==> src/rtl/fe_params.svh <==
`ifndef FE_PARAMS_SVH
`define FE_PARAMS_SVH

// Fetch buffer geometry
`define FE_LINES 4
`define FE_LINE_WORDS 4

// First fetch address out of reset
`define FE_BOOT_VECTOR 32'h0000_1000

`endif

==> src/rtl/fe_pkg.sv <==
`default_nettype none

package fe_pkg;

    typedef logic [31:0] t_paddr;
    typedef logic [4:0]  t_rob_id;

    // Address bits above the 16 byte line offset
    typedef logic [27:0] t_line_tag;

    localparam logic [6:0] OP_JAL = 7'b1101111;

    typedef struct packed {
        logic [24:0] rest;
        logic [6:0]  opcode;
    } t_instr_gen;

    // J-type immediate is scattered over the upper 20 bits
    typedef struct packed {
        logic       imm20;
        logic [9:0] imm10_1;
        logic       imm11;
        logic [7:0] imm19_12;
        logic [4:0] rd;
        logic [6:0] opcode;
    } t_instr_j;

    typedef union packed {
        t_instr_gen gen;
        t_instr_j   j;
    } t_rv_instr;

    typedef struct packed {
        logic    valid;
        logic    ucbr;
        t_rob_id robid;
        t_paddr  target_addr;
    } t_br_mispred_pkt;

    typedef struct packed {
        logic valid;
        logic nuke_fe;
    } t_nuke_pkt;

    // Distance from the oldest entry decides age, ids wrap at 32
    function automatic logic f_robid_a_older_b(t_rob_id a, t_rob_id b, t_rob_id oldest);
        t_rob_id dist_a;
        t_rob_id dist_b;
        dist_a = a - oldest;
        dist_b = b - oldest;
        return dist_a < dist_b;
    endfunction

endpackage

`default_nettype wire

==> src/rtl/fe_fb_if.sv <==
`timescale 1ns/10ps
`default_nettype none

interface fe_fb_if
    import fe_pkg::*;
();

    logic      req_valid;
    t_paddr    req_addr;

    // Response is combinational off the request
    logic      rsp_valid;
    t_rv_instr rsp_instr;
    t_paddr    rsp_pc;

    modport fe (
        output req_valid,
        output req_addr,
        input  rsp_valid,
        input  rsp_instr,
        input  rsp_pc
    );

    modport fb (
        input  req_valid,
        input  req_addr,
        output rsp_valid,
        output rsp_instr,
        output rsp_pc
    );

endinterface

`default_nettype wire

==> src/rtl/fb_fill.sv <==
`timescale 1ns/10ps
`default_nettype none

`include "fe_params.svh"

module fb_fill
    import fe_pkg::*;
(
    input  logic                               clk,
    input  logic                               reset,
    input  logic                               fill_req,
    input  t_line_tag                          fill_tag,
    output logic                               fill_busy,
    output logic [`FE_LINES-1:0]               line_sel,
    output logic [$clog2(`FE_LINE_WORDS)-1:0]  wr_word_idx,
    output t_rv_instr                          wr_data,
    output t_line_tag                          wr_tag,
    output logic                               set_valid,
    output logic                               wb_cyc,
    output logic                               wb_stb,
    output logic                               wb_we,
    output t_paddr                             wb_adr,
    input  logic [31:0]                        wb_dat_i,
    input  logic                               wb_ack
);

    localparam int VICT_W = $clog2(`FE_LINES);
    localparam int WORD_W = $clog2(`FE_LINE_WORDS);

    logic              busy;
    logic [VICT_W-1:0] victim;
    logic [WORD_W-1:0] word_cnt;
    t_line_tag         tag_q;
    logic              last_word;

    assign last_word = (word_cnt == WORD_W'(`FE_LINE_WORDS - 1));

    always_ff @(posedge clk) begin
        if (reset) begin
            busy     <= 1'b0;
            victim   <= '0;
            word_cnt <= '0;
        end else if (!busy) begin
            if (fill_req) begin
                busy     <= 1'b1;
                word_cnt <= '0;
            end
        end else if (wb_ack) begin
            word_cnt <= word_cnt + 1'b1;
            if (last_word) begin
                busy <= 1'b0;
                // Round-robin replacement
                if (victim == VICT_W'(`FE_LINES - 1)) begin
                    victim <= '0;
                end else begin
                    victim <= victim + 1'b1;
                end
            end
        end
    end

    always_ff @(posedge clk) begin
        if (!busy && fill_req) begin
            tag_q <= fill_tag;
        end
    end

    always_comb begin
        for (int i = 0; i < `FE_LINES; i++) begin
            line_sel[i] = busy && (victim == VICT_W'(i));
        end
    end

    assign fill_busy   = busy;
    assign wr_word_idx = word_cnt;
    assign wr_data     = wb_dat_i;
    assign wr_tag      = tag_q;
    assign set_valid   = busy & wb_ack & last_word;

    // One read per word, cyc stays up across the line
    assign wb_cyc = busy;
    assign wb_stb = busy;
    assign wb_we  = 1'b0;
    assign wb_adr = {tag_q, word_cnt, 2'b00};

endmodule

`default_nettype wire

==> src/rtl/fb_line.sv <==
`timescale 1ns/10ps
`default_nettype none

`include "fe_params.svh"

module fb_line
    import fe_pkg::*;
(
    input  logic                               clk,
    input  logic                               reset,
    input  logic                               wr_en,
    input  logic [$clog2(`FE_LINE_WORDS)-1:0]  wr_word_idx,
    input  t_rv_instr                          wr_data,
    input  t_line_tag                          wr_tag,
    input  logic                               set_valid,
    output logic                               line_valid,
    output t_line_tag                          line_tag,
    output t_rv_instr                          line_words [`FE_LINE_WORDS]
);

    // Line drops out of the lookup for the whole refill
    always_ff @(posedge clk) begin
        if (reset) begin
            line_valid <= 1'b0;
        end else if (wr_en) begin
            line_valid <= set_valid;
        end
    end

    // Slot follows the bus until ack, the acked word is what stays
    always_ff @(posedge clk) begin
        if (wr_en) begin
            line_tag                 <= wr_tag;
            line_words[wr_word_idx]  <= wr_data;
        end
    end

endmodule

`default_nettype wire

==> src/rtl/fb_read.sv <==
`timescale 1ns/10ps
`default_nettype none

`include "fe_params.svh"

module fb_read
    import fe_pkg::*;
(
    fe_fb_if.fb                    fb,
    input  logic [`FE_LINES-1:0]   line_valid,
    input  t_line_tag              line_tag [`FE_LINES],
    input  t_rv_instr              line_words [`FE_LINES][`FE_LINE_WORDS],
    input  logic                   fill_busy,
    output logic                   fill_req,
    output t_line_tag              fill_tag
);

    localparam int WORD_W = $clog2(`FE_LINE_WORDS);
    localparam int OFF_W  = WORD_W + 2;

    t_line_tag         req_tag;
    logic [WORD_W-1:0] req_word;
    logic              hit;
    t_rv_instr         hit_instr;

    assign req_tag  = fb.req_addr[31:OFF_W];
    assign req_word = fb.req_addr[OFF_W-1:2];

    // Tags are unique, so at most one line matches
    always_comb begin
        hit       = 1'b0;
        hit_instr = '0;
        for (int i = 0; i < `FE_LINES; i++) begin
            if (line_valid[i] && (line_tag[i] == req_tag)) begin
                hit       = 1'b1;
                hit_instr = line_words[i][req_word];
            end
        end
    end

    assign fb.rsp_valid = fb.req_valid & hit;
    assign fb.rsp_instr = hit_instr;
    assign fb.rsp_pc    = fb.req_addr;

    // Filler goes busy next cycle, which ends the pulse
    assign fill_req = fb.req_valid & ~hit & ~fill_busy;
    assign fill_tag = req_tag;

endmodule

`default_nettype wire

==> src/rtl/fe_ctl.sv <==
`timescale 1ns/10ps
`default_nettype none

`include "fe_params.svh"

module fe_ctl
    import fe_pkg::*;
(
    input  logic            clk,
    input  logic            reset,
    input  t_nuke_pkt       nuke,
    input  logic            resume_fetch,
    input  t_rob_id         oldest_robid,
    input  t_br_mispred_pkt br_mispred,
    fe_fb_if.fe             fb,
    output logic            valid_fe1,
    output t_rv_instr       instr_fe1,
    output t_paddr          pc_fe1,
    input  logic            decode_ready
);

    typedef enum logic [1:0] {
        FE_IDLE,
        FE_REQ,
        FE_PDG_NUKE
    } t_fe_state;

    t_fe_state state;
    t_fe_state state_nxt;
    t_paddr    pc;
    t_paddr    pc_seq;
    t_paddr    jal_imm;
    logic      nuke_ql;
    logic      nuke_pdg;
    logic      mispred_ql;
    logic      mispred_pdg;
    t_rob_id   mispred_robid;
    logic      accept;

    assign nuke_ql = nuke.valid & nuke.nuke_fe;

    // Only the oldest mispredict since the last nuke redirects fetch
    assign mispred_ql = br_mispred.valid & ~br_mispred.ucbr &
                        (~mispred_pdg |
                         f_robid_a_older_b(br_mispred.robid, mispred_robid, oldest_robid));

    always_ff @(posedge clk) begin
        if (reset) begin
            mispred_pdg <= 1'b0;
            nuke_pdg    <= 1'b0;
        end else begin
            mispred_pdg <= ~nuke_ql & (mispred_pdg | mispred_ql);
            nuke_pdg    <= (nuke_pdg & ~nuke_ql) | mispred_ql;
        end
    end

    always_ff @(posedge clk) begin
        if (mispred_ql) begin
            mispred_robid <= br_mispred.robid;
        end
    end

    always_comb begin
        state_nxt = state;
        unique case (state)
            FE_IDLE:     state_nxt = FE_REQ;
            FE_REQ:      if (nuke_pdg | nuke_ql) state_nxt = FE_PDG_NUKE;
            // Restart once the back end releases fetch
            FE_PDG_NUKE: if (resume_fetch) state_nxt = FE_REQ;
            default:     state_nxt = FE_IDLE;
        endcase
    end

    always_ff @(posedge clk) begin
        if (reset) begin
            state <= FE_IDLE;
        end else begin
            state <= state_nxt;
        end
    end

    // JAL predecode
    assign jal_imm = {{11{fb.rsp_instr.j.imm20}}, fb.rsp_instr.j.imm20,
                      fb.rsp_instr.j.imm19_12, fb.rsp_instr.j.imm11,
                      fb.rsp_instr.j.imm10_1, 1'b0};

    assign pc_seq = (fb.rsp_instr.gen.opcode == OP_JAL) ? pc + jal_imm : pc + 32'd4;

    assign accept = valid_fe1 & decode_ready;

    always_ff @(posedge clk) begin
        if (reset) begin
            pc <= `FE_BOOT_VECTOR;
        end else if (mispred_ql) begin
            pc <= br_mispred.target_addr;
        end else if (accept) begin
            pc <= pc_seq;
        end
    end

    assign fb.req_valid = (state == FE_REQ);
    assign fb.req_addr  = pc;

    // Outputs to decode
    assign valid_fe1 = (state == FE_REQ) & fb.rsp_valid & ~nuke_pdg;
    assign instr_fe1 = fb.rsp_instr;
    assign pc_fe1    = fb.rsp_pc;

endmodule

`default_nettype wire

==> src/rtl/fe_top.sv <==
`timescale 1ns/10ps
`default_nettype none

`include "fe_params.svh"

module fe_top
    import fe_pkg::*;
(
    input  logic        clk,
    input  logic        reset,
    input  logic        nuke_valid,
    input  logic        nuke_fe,
    input  logic        resume_fetch,
    input  logic [4:0]  oldest_robid,
    input  logic        br_mispred_valid,
    input  logic        br_mispred_ucbr,
    input  logic [4:0]  br_mispred_robid,
    input  logic [31:0] br_mispred_target,
    output logic        valid_fe1,
    output logic [31:0] instr_fe1,
    output logic [31:0] pc_fe1,
    input  logic        decode_ready,
    output logic        wb_cyc,
    output logic        wb_stb,
    output logic        wb_we,
    output logic [31:0] wb_adr,
    input  logic [31:0] wb_dat_i,
    input  logic        wb_ack
);

    localparam int WORD_W = $clog2(`FE_LINE_WORDS);

    t_nuke_pkt         nuke_pkt;
    t_br_mispred_pkt   mispred_pkt;
    t_rv_instr         instr;
    logic              fill_req;
    t_line_tag         fill_tag;
    logic              fill_busy;
    logic [`FE_LINES-1:0] line_sel;
    logic [WORD_W-1:0] wr_word_idx;
    t_rv_instr         wr_data;
    t_line_tag         wr_tag;
    logic              set_valid;
    logic [`FE_LINES-1:0] line_valid;
    t_line_tag         line_tag [`FE_LINES];
    t_rv_instr         line_words [`FE_LINES][`FE_LINE_WORDS];

    fe_fb_if fb_if ();

    assign nuke_pkt.valid   = nuke_valid;
    assign nuke_pkt.nuke_fe = nuke_fe;

    assign mispred_pkt.valid       = br_mispred_valid;
    assign mispred_pkt.ucbr        = br_mispred_ucbr;
    assign mispred_pkt.robid       = br_mispred_robid;
    assign mispred_pkt.target_addr = br_mispred_target;

    fe_ctl i_fe_ctl (
        .clk,
        .reset,
        .nuke         (nuke_pkt),
        .resume_fetch,
        .oldest_robid,
        .br_mispred   (mispred_pkt),
        .fb           (fb_if),
        .valid_fe1,
        .instr_fe1    (instr),
        .pc_fe1,
        .decode_ready
    );

    assign instr_fe1 = instr;

    fb_read i_fb_read (
        .fb         (fb_if),
        .line_valid,
        .line_tag,
        .line_words,
        .fill_busy,
        .fill_req,
        .fill_tag
    );

    fb_fill i_fb_fill (
        .clk,
        .reset,
        .fill_req,
        .fill_tag,
        .fill_busy,
        .line_sel,
        .wr_word_idx,
        .wr_data,
        .wr_tag,
        .set_valid,
        .wb_cyc,
        .wb_stb,
        .wb_we,
        .wb_adr,
        .wb_dat_i,
        .wb_ack
    );

    // Fetch buffer lines
    for (genvar i = 0; i < `FE_LINES; i++) begin : g_line
        fb_line i_line (
            .clk,
            .reset,
            .wr_en       (line_sel[i]),
            .wr_word_idx,
            .wr_data,
            .wr_tag,
            .set_valid,
            .line_valid  (line_valid[i]),
            .line_tag    (line_tag[i]),
            .line_words  (line_words[i])
        );
    end

endmodule

`default_nettype wire

==> config.mk <==
export PLATFORM = sky130hd
export DESIGN_NAME = fe_top
export DESIGN_NICKNAME = d
export VERILOG_FILES = /design/src/rtl/fe_pkg.sv /design/src/rtl/fe_fb_if.sv /design/src/rtl/fb_fill.sv /design/src/rtl/fb_line.sv /design/src/rtl/fb_read.sv /design/src/rtl/fe_ctl.sv /design/src/rtl/fe_top.sv
export VERILOG_INCLUDE_DIRS = /design/src /design/src/rtl
export SDC_FILE = /design/constraint.sdc
export NUM_CORES = 1
export LEC_CHECK = 0
export ABC_CLOCK_PERIOD_IN_PS = 7500
export BUFFER_PORTS_ARGS = -buffer_cell sky130_fd_sc_hd__buf_4
export CAP_MARGIN = 20
export CELL_PAD_IN_SITES_DETAIL_PLACEMENT = 1
export CELL_PAD_IN_SITES_GLOBAL_PLACEMENT = 1
export CORE_MARGIN = 10
export CORE_UTILIZATION = 52
export CTS_CLUSTER_DIAMETER = 60
export DETAILED_ROUTE_END_ITERATION = 10
export GPL_TIMING_DRIVEN = 0
export PLACE_DENSITY_LB_ADDON = 0.1
export SYNTH_ARGS = -nofsm -noshare
export SYNTH_HDL_FRONTEND = slang
export SYNTH_SLANG_ARGS = --single-unit
==> constraint.sdc <==
create_clock -name clk -period 7.5 [get_ports clk]
set_input_delay 1.5 -clock clk [delete_from_list [all_inputs] [get_ports clk]]
set_output_delay 1.5 -clock clk [all_outputs]
set_load 0.005 [all_outputs]
# Word-level counts from Yosys, hierarchy flattened
# Cells that the tools add are included.
# totals
elab_cells	140
output_inout_bits	100
in_bits	83
regBits	702
# classes
eq_ne	14
mux	40
n_bitwise	25
order_cmp	4
n_reduce_logical	18
addsub	6
# ops
cell	count
bitwise mux 128 bit	4
two-way mux 32 bit	16
binary-select mux 32 bit (select 2 bit)	4
equality test 28 bit	4
demux 32 bit (select 2 bit)	1
adder 32 x 3 -> 32 bit (second input constant)	1
adder 32 bit	1
bitwise AND 1 bit	13
two-way mux 2 bit	6
logical AND 1 bit	10
subtractor 5 bit	2
equality test 2 bit (second input constant)	4
two-way mux 1 bit	8
equality test 7 bit (second input constant)	1
greater-or-equal comparator 3 bit (second input constant)	2
!= test 2 bit (second input constant)	3
inverter 1 bit	6
inverter 2 -> 3 bit	2
one-hot mux 2 bit (3 select lines)	1
< comparator 5 bit	1
adder 2 x 1 -> 2 bit (second input constant)	2
equality test 2 x 1 -> 1 bit (second input constant)	2
logical NOT 2 bit	2
bitwise OR 1 bit	4
5 further kinds	7

# Logic depth before layout (Yosys ltp)
# Gate-level depths: netlist (run 1).
# depth
depth_word	12
ltp_mapped	24
depth_no_buf	20

# Hierarchy
# From an unflattened synthesis (run 1), not the netlist that was laid out.
# unflattened
hier_cells	2055
hier_area_um2	31904.3
# modules_own_cells
module	n_inst	area_each_um2	cells_per_inst	seq_area_each_um2
fb_line	4	4755.8	164	4704.5
fb_read	1	5997.0	572	0.0
fe_ctl	1	5183.7	697	870.8
fb_fill	1	1700.4	130	940.9

# Worst setup path after synthesis (run 1)
# OpenSTA, ideal clock, no wires.
# synth_timing
path_type	reg-to-reg
start	register i_fe_ctl.pc[2] (netlist: i_fe_ctl.fb.req_addr[2])
end	register i_fe_ctl.pc[31] (netlist: i_fe_ctl.fb.req_addr[31])
synth_period_minus_slack_ns	5.991
n_path_buf	6
path_stages_with_launch	20
required_ns	7.380
setup_time_ns	0.120
arrival_ns	5.872
path_slack_ns	1.509
path_cell_list	dfxtp_1 buf_2 buf_2 buf_2 buf_2 clkbuf_1 buf_1 mux4_2 mux2_2 ha_1 a21o_1 a2111oi_0 a21oi_1 or3_1 o2111ai_1 a21oi_1 o22ai_1 xor2_1 mux2_2 o31a_1
# synth_between
elab_chain_cells	12
elab_cells_between_ends	23
classes_between	2 x add/sub; 1 x eq/ne; 19 x mux; 1 x bitwise
# synth_rtl
element	line_no	text
start: declaration	fe_ctl.sv:30	t_paddr pc;
start signal: assignment	fe_ctl.sv:93	pc <= `FE_BOOT_VECTOR;
start signal: assignment	fe_ctl.sv:95	pc <= br_mispred.target_addr;
start signal: assignment	fe_ctl.sv:97	pc <= pc_seq;
inverter 2 -> 3 bit (not written as such) *	fb_read.sv:36	hit_instr = line_words[i][req_word];
binary-select mux 32 bit (select 2 bit)	fb_read.sv:36	
two-way mux 32 bit (not written as such) (2 in series)	fb_read.sv:36	
two-way mux 32 bit (3 in series)	fb_read.sv:34	if (line_valid[i] && (line_tag[i] == req_tag)) begin
two-way mux 32 bit *	fb_read.sv:34	
named net instr_fe1[17]	fe_top.sv:20	output logic [31:0] instr_fe1,
adder 32 bit *	fe_ctl.sv:87	assign pc_seq = (fb.rsp_instr.gen.opcode == OP_JAL) ? pc + jal_imm : pc + 32'd4;
two-way mux 32 bit *	fe_ctl.sv:87	
two-way mux 32 bit *	fe_ctl.sv:96	end else if (accept) begin
two-way mux 32 bit *	fe_ctl.sv:94	end else if (mispred_ql) begin
# The timed path passes the listed nets; every way through them passes the cells marked *. The select of a mux whose other input is x is not followed.
# A chain may end at the register's enable or synchronous reset.

# Worst setup path in the final report (run 1)
# layout_timing
start	register i_fe_ctl.pc[3] (netlist: i_fe_ctl.fb.req_addr[3])
end	register i_fe_ctl.pc[19] (netlist: i_fe_ctl.fb.req_addr[19])
# layout_between
elab_chain_cells	12
elab_cells_between_ends	23
classes_between	2 x add/sub; 1 x eq/ne; 19 x mux; 1 x bitwise
# layout_rtl
element	line_no
inverter 2 -> 3 bit (not written as such)	fb_read.sv:36
binary-select mux 32 bit (select 2 bit)	fb_read.sv:36
two-way mux 32 bit (not written as such) (2 in series)	fb_read.sv:36
two-way mux 32 bit (4 in series)	fb_read.sv:34
adder 32 bit or equality test 7 bit (tied branches)	fe_ctl.sv:87
two-way mux 32 bit *	fe_ctl.sv:87
two-way mux 32 bit *	fe_ctl.sv:96
two-way mux 32 bit *	fe_ctl.sv:94
# Mark *: on every way between the ends. The rest lies on a longest branch, timed or not. The select of a mux whose other input is x is not followed.

==> flow_metrics.py, run 1 <==
metrics = {
    "logic_synthesis": {
        "synth_ff_type": "edfxtp_1",
        "synthSimpleGateAreaFrac_pct": 7.428,
        "yosys.area_share.adder_pct": 2.244,
        "synth_mux_area_share_pct": 11.14,
        "synth_top_area_share_pct": 63.42,
        "post_synth_inst_count": 1971,
        "synth_top_family_by_area": "multiplexers",
        "seq_area_frac_synth_pct": 66.31,
        "syn_area_sq_mm": 0.03111,
        "synth_area_per_cell_sq_um": 15.78,
        "synth_xor_area_share_pct": 4.480,
        "synthArstFlopShare_pct": 0,
        "ys_top_cells_by_area": "edfxtp_1, mux4_2, dfxtp_1",
        "yosysTopAreaCell": "edfxtp_1",
        "synth_compound_area_share_pct": 6.226,
        "ys_seq_elements": 702,
        "ys_types": 84,
        "synth_edf_count": 657,
        "yosysWarnings": 0,
    },
    "global_routing": {
        "grt-busiest-layer": "met2",
        "grt_first_pass_wirelength_um": 145700,
        "grt_pass1_vias": 21130,
        "antenna_found_initial": 3,
        "gr-total-overflow": 0,
        "grt_max_degree": 31,
        "gr-usage-all-layers_pct": 28.33,
        "grtUsageMet3_pct": 5.111,
        "gr-usage-met2_pct": 47.03,
        "use_met1_pct": 36.60,
    },
    "sta": {
        "post-route-period-util_pct": 98.28,
        "fin_skew_ns": 0.01867,
        "final_hold_viol_count": 0,
        "min_period_ns": 7.371,
        "fin_ws_ns": 0.1289,
        "rsz0062_at_grt": "yes",
        "fmax_mhz": 135.7,
        "finalMaxSlewViolations": 0,
        "setup_viol": 0,
        "relSlewSlack_pct": 21.77,
        "worst_pin_slew_ns": 1.163,
    },
    "floorplanning": {
        "initial_core_util_pct": 52.61,
        "ios": 183,
        "die_area_sq_mm": 0.07001,
        "die_w_um": 264.6,
        "core.rowCount": 89,
        "coreArea_sq_mm": 0.05913,
        "die_y_um": 264.6,
    },
    "setup_path": {
        "startpoint_type": "flop",
        "worst_setup_path_end_kind": "flop",
        "cp_top_family": "buffers and inverters",
        "rr_startpoint": "i_fe_ctl.fb.req_addr[3]",
        "slowest_stage": "dfxtp_1",
        "cp.arrival_ns": 7.86,
        "crit_chain": "buf_2 > clkbuf_1 > buf_2 > buf_1 > clkbuf_2 > mux4_2 > nand2_1 > o21ai_0 > mux2_2 > ha_1 > fa_1 > a211oi_1 > o21ai_0 > a21o_1 > a221o_1 > a21oi_1 > o21bai_1 > a221oi_1 > xnor2_1 > a2bb2oi_1 > o21ai_1",
        "crit_required_ns": 7.99,
        "worstPathMaxFanout": 10,
        "r2r-end": "i_fe_ctl.fb.req_addr[19]",
        "slowest_delay_ns": 0.62,
        "reg2reg_slack_ns": 0.13,
        "critPathKind": "flop to flop",
        "r2r_cells": 21,
        "timing.critical_path.buf_inv": 5,
    },
    "place": {
        "hpwlAfterDp_um": 69240,
        "portBuffers": 178,
        "pre_cts_slack_ns": -0.6170,
        "gp_congestion": 0.9265,
    },
    "cells_and_area": {
        "syn_to_final_growth_pct": 16.89,
        "final-seq-area_sq_mm": 0.02063,
        "layout-drive-gt1-share_pct": 25.35,
        "final_util_pct": 61.50,
        "nets": 2391,
        "nFillCells": 5352,
        "multi_input_area_sq_mm": 0.009858,
    },
    "min_path": {
        "hp-class": "flop to flop",
        "hold_start": "i_fe_ctl.fb.req_addr[0]",
        "hold_path_depth": 2,
        "hold_path_end": "i_fe_ctl.fb.req_addr[0]",
    },
    "route": {
        "ant_nets": 0,
        "drc_errors": 0,
        "totalWireLength_um": 99600,
        "avgRoutedWirePerCell_um": 32.22,
        "route.detailed.vias_per_inst": 6.434,
        "drt-initial-drc-count": 2236,
        "firstDrtPassIters": 5,
        "via_count": 19890,
    },
    "clocking": {
        "cts_tree": "built",
        "max-clock-path-buffers": 3,
        "insertion_delay_ns": 0.63,
        "htree_levels": 3,
        "clock-root-buffer": "clkbuf_16",
        "cts-buffers-inserted": 76,
        "cts_hold_buffers": 0,
        "clock-sinks": 702,
        "cts.clk_slew.worst_paths_ns": 0.06,
    },
    "flow_run": {
        "max_cap_viol_count": 0,
    },
    "run_status": {
        "outcome": "finished clean",
    },
    "power_and_ir_drop": {
        "p_per_area_mw_per_mm2": 241.7,
        "vdd_ir_drop_max_uv": 218.0,
        "leakage_nw": 12.54,
    },
}
report_power, final:
group / switching (W) / internal, W
clock network: 0.00157 / 0.00212
logic: 0.000390 / 0.000278
registers: 0.0000702 / 0.00435
total: 0.00203 / 0.00675
per-stage QoR:
step	std cells	hold WS, ns	power (W)	TNS (ns)	instance area, sq um
after detailed placement	2948	0.4574	0.005164	-2.800	33860
final	3091	0.4632	0.008788	0	36360
after CTS	3088	0.4653	0.008819	0	36340
after global routing	3091	0.4892	0.009038	-0.03211	36360
after floorplan	1973	0.4459	0.004846	0	31120
after global placement	2924	0.4449	0.005124	-1.498	33420
sequential cells by signal (all words and copies together) (netlist names):
name / flops
g_line.i_line.line_valid: 4
g_line.i_line.line_tag: 112
i_fe_ctl.nuke_pdg: 1
i_fb_fill.fill_busy: 1
i_fe_ctl.state: 2
i_fb_fill.wr_tag: 28
g_line.i_line.line_words: 512
i_fe_ctl.mispred_robid: 5
i_fe_ctl.fb.req_addr: 32
i_fe_ctl.mispred_pdg: 1
i_fb_fill.wr_word_idx: 2
i_fb_fill.victim: 2
worst max path at each step:
stage / startpoint / endpoint / depth (start not counted)
6_report: i_fe_ctl.fb.req_addr[3] / i_fe_ctl.fb.req_addr[19] / 21
5_1_grt: i_fe_ctl.fb.req_addr[3] / i_fe_ctl.fb.req_addr[31] / 18
4_1_cts: i_fe_ctl.fb.req_addr[20] / i_fe_ctl.fb.req_addr[31] / 21
3_5_place_dp: i_fe_ctl.fb.req_addr[3] / i_fe_ctl.fb.req_addr[31] / 21
3_3_place_gp: i_fe_ctl.fb.req_addr[3] / i_fe_ctl.fb.req_addr[31] / 21
2_1_floorplan: i_fe_ctl.fb.req_addr[2] / i_fe_ctl.fb.req_addr[31] / 19
cell usage in the layout (no fill, tap or decap), types with 45 or more instances in the layout:
cell type	n
edfxtp_1	657
buf_4	190
mux4_2	119
a21oi_1	95
nand2_1	93
xnor2_1	85
clkbuf_16	77
nor2_1	67
xor2_1	63
ha_1	51
o21ai_0	50
nand3_1	48
dfxtp_1	45
worst min-delay path: stages, from the launching register on:
cell,delay [ns]
dfxtp_1,0.31
nand2_1,0.05
a21oi_1,0.06
cells in the mapped netlist, drive strengths merged (7+ instances only):
| cell type | n |
|---|---|
| a21o | 18 |
| a21oi | 95 |
| a31oi | 19 |
| and2 | 10 |
| and3 | 28 |
| buf | 71 |
| clkbuf | 45 |
| dfxtp | 45 |
| edfxtp | 657 |
| ha | 51 |
| inv | 36 |
| mux2 | 35 |
| mux2i | 39 |
| mux4 | 119 |
| nand2 | 94 |
| nand2b | 9 |
| nand3 | 48 |
| nand3b | 14 |
| nand4 | 45 |
| nor2 | 68 |
| nor3 | 19 |
| nor3b | 23 |
| nor4 | 28 |
| o2111ai | 14 |
| o21ai | 58 |
| o22ai | 8 |
| or3 | 7 |
| or4 | 8 |
| xnor2 | 91 |
| xor2 | 63 |
cells by family (layout without fill, tap and decap cells):
logic type	Yosys count	in the layout
simple gates	422	422
mux	193	193
xor+xnor	154	154
compound gates	293	293
flops	702	702
other cells	1	5
fa+ha+maj	54	54
buf+inv	152	495
cell type report:
type / count / share of cell area [%]
Antenna cell: 2 / 0.01376
Buffer: 115 / 1.610
Clock buffer: 91 / 5.498
Clock inverter: 49 / 1.173
Inverter: 36 / 0.3716
Multi-Input combinational cell: 1119 / 27.11
Sequential cell: 702 / 56.73
Tap cell: 773 / 2.660
Timing Repair Buffer: 204 / 4.831
per-layer routing:
metal	wire [um]	vias to the layer above
met3	8147	203
met4	3858	2
met2	49000	947
met5	13	-
met1	38580	10360
li1	-	8378
what timing repair did:
action                                  in CTS  in global routing
setup buffers                                0                  2
hold endpoints to repair                     0                  0
gates cloned                                 0                  0
resized for setup                           21                 24
pin swaps                                    1                  1
endpoints found under the setup margin      11                  6
(Power assumes the default switching activity.)
==> run 2, diff against run 1 <==
- CORE_UTILIZATION: 52 -> 25
==> flow_metrics.py, run 2 (same netlist as run 1, synthesis figures left out) <==
metrics = {
    "power_and_ir_drop": {
        "p_per_area_mw_per_mm2": 247.8,
        "power_frac_clock_pct": 45.7,
        "switching_share_pct": 23.96,
        "leakage_nw": 12.79,
        "internal-power_w": 0.007171,
        "power_frac_comb_pct": 7.3,
        "power_w": 0.009431,
        "p_sw_w": 0.002260,
        "vdd_ir_drop_max_uv": 166.3,
        "pwr-share-seq_pct": 47.0,
    },
    "run_status": {
        "outcome": "finished clean",
    },
    "global_routing": {
        "gr-usage-all-layers_pct": 16.22,
        "gr-total-overflow": 0,
        "grt_max_degree": 33,
        "gr-usage-met2_pct": 26.81,
        "use_met1_pct": 21.68,
        "grt_first_pass_wirelength_um": 162400,
        "antenna_found_initial": 7,
        "grt_pass1_vias": 20680,
        "grt-busiest-layer": "met2",
        "grtUsageMet3_pct": 2.964,
    },
    "cells_and_area": {
        "syn_to_final_growth_pct": 22.34,
        "layout_common_cells": "edfxtp_1, buf_4, mux4_2, a21oi_1, clkbuf_16",
        "final_util_pct": 30.78,
        "largest_reg_flops": 512,
        "nets": 2409,
        "largest_register": "g_line.i_line.line_words",
        "final_common_cell": "edfxtp_1",
        "layout-drive-gt1-share_pct": 26.39,
        "finalNonFillerCells": 3980,
    },
    "setup_path": {
        "critPathKind": "flop to flop",
        "worst_setup_path_end_kind": "flop",
        "startpoint_type": "flop",
        "worstPathMaxFanout": 10,
        "slowest_stage": "dfxtp_1",
        "timing.critical_path.buf_inv": 4,
        "crit_required_ns": 8.09,
        "crit_chain": "buf_2 > xor2_1 > nor4_4 > and4_1 > buf_2 > and2_0 > clkbuf_1 > clkbuf_4 > nor3b_1 > a21oi_1 > o21ai_0 > mux2_2 > ha_1 > fa_1 > a211oi_1 > o21ai_0 > nand4_1 > nand2_1 > o2111ai_2 > a21oi_1 > o22ai_1 > xor2_1 > mux2_2 > o31a_1",
        "cp_top_family": "compound AO/OA/AOI/OAI gates",
        "cp.arrival_ns": 7.59,
        "slowest_delay_ns": 0.51,
    },
    "route": {
        "totalWireLength_um": 115500,
        "drc_errors": 0,
        "ant_nets": 0,
        "firstDrtPassIters": 5,
        "avgRoutedWirePerCell_um": 29.03,
        "via_count": 19270,
        "route.detailed.vias_per_inst": 4.841,
        "drt-initial-drc-count": 1328,
    },
    "min_path": {
        "hp-class": "flop to flop",
    },
    "place": {
        "portBuffers": 178,
        "gp_congestion": 0.8032,
        "dp_cells": 3813,
        "hpwlAfterDp_um": 82470,
    },
    "sta": {
        "finalMaxSlewViolations": 0,
        "post-route-period-util_pct": 93.35,
        "worst_pin_slew_ns": 1.223,
        "setup_tns_ns": 0,
        "final_hold_viol_count": 0,
        "fin_skew_ns": 0.03252,
        "min_period_ns": 7.001,
        "whs_ns": 0.4598,
        "setup_viol": 0,
        "fmax_mhz": 142.8,
        "relSlewSlack_pct": 17.94,
        "rsz0062_at_grt": "no",
    },
    "clocking": {
        "max-clock-path-buffers": 3,
        "cts_tree": "built",
        "htree_levels": 3,
        "cts.clk_slew.worst_paths_ns": 0.06,
        "insertion_delay_ns": 0.70,
        "clock-root-buffer": "clkbuf_16",
        "cts-buffers-inserted": 93,
        "cts_hold_buffers": 0,
        "clock-sinks": 702,
    },
    "floorplanning": {
        "ios": 183,
        "die_w_um": 372.8,
        "initial_core_util_pct": 25.16,
        "coreArea_sq_mm": 0.1236,
        "die_area_sq_mm": 0.1390,
        "core.rowCount": 129,
        "die_y_um": 372.8,
    },
    "flow_run": {
        "max_cap_viol_count": 0,
    },
}
run 2: cell count changes in the layout (fill, tap and decap cells not counted), moves of 4 or more:
| cell | delta |
|---|---|
| clkinv_2 | -7 |
| clkbuf_4 | +9 |
| and3_2 | -4 |
| clkbuf_16 | +18 |
| buf_2 | -7 |
| clkinvlp_4 | +8 |
| and3_4 | +4 |
| buf_4 | +4 |
| buf_8 | +5 |
run 2: timing repair:
action | 4_1_cts | 5_1_grt
setup buffers | 3 | 0
gates resized for setup | 38 | 20
setup endpoints to repair | 48 | 4
pin swaps | 2 | 0
endpoints found under the hold margin | 0 | 0
run 2: stage by stage:
step                      worst slack, ns  cell area, sq um
after floorplan                     1.509             31120
after global placement             -1.290             34500
after detailed placement           -1.401             34980
after CTS                         0.04066             38000
after global routing             0.009166             38060
final                              0.4988             38060
run 2: final timing paths:
path                                               start                       end  slack, ns  cells after the start
worst max-delay path            i_fe_ctl.fb.req_addr[25]  i_fe_ctl.fb.req_addr[31]       0.50                     24
worst min register to register   i_fe_ctl.fb.req_addr[0]   i_fe_ctl.fb.req_addr[0]       0.46                      2
worst max register to register  i_fe_ctl.fb.req_addr[25]  i_fe_ctl.fb.req_addr[31]       0.50                     24
worst min-delay path             i_fe_ctl.fb.req_addr[0]   i_fe_ctl.fb.req_addr[0]       0.46                      2
run 2: final cells by class:
type / instances / area (sq um)
antenna: 1 / 2.502
buffer: 113 / 603.1
clock buffer: 112 / 2441
clock inverter: 53 / 488.0
fill: 13020 / 85580
inverter: 36 / 135.1
multi-input combinational: 1119 / 9927
sequential: 702 / 20630
tap: 1637 / 2048
timing repair buffer: 207 / 1785
run 2: metal layers:
layer | wire length, um | vias up
met1 | 52970 | 10280
li1 | - | 8427
met4 | 2888 | 6
met2 | 55250 | 406
met3 | 4382 | 154
met5 | 50 | -
run 2: power by group through the flow:
stage	sequential, W	combinational [W]	clock [W]
finish	0.00443	0.000693	0.00431
detailed placement	0.00452	0.000699	0
CTS	0.00443	0.000705	0.00442
floorplan	0.00447	0.000373	0
global placement	0.00452	0.000671	0
global route	0.00444	0.000752	0.00458
run 2: worst register-to-register path, stage by stage, from the launching register on:
cell and delay, ns:
dfxtp_1 0.51, buf_2 0.35, xor2_1 0.17, nor4_4 0.42, and4_1 0.32, buf_2 0.30, and2_0 0.19, clkbuf_1 0.32
clkbuf_4 0.35, nor3b_1 0.09, a21oi_1 0.17, o21ai_0 0.10, mux2_2 0.39, ha_1 0.27, fa_1 0.44, a211oi_1 0.37
o21ai_0 0.25, nand4_1 0.15, nand2_1 0.15, o2111ai_2 0.31, a21oi_1 0.13, o22ai_1 0.21, xor2_1 0.31, mux2_2 0.37
o31a_1 0.23
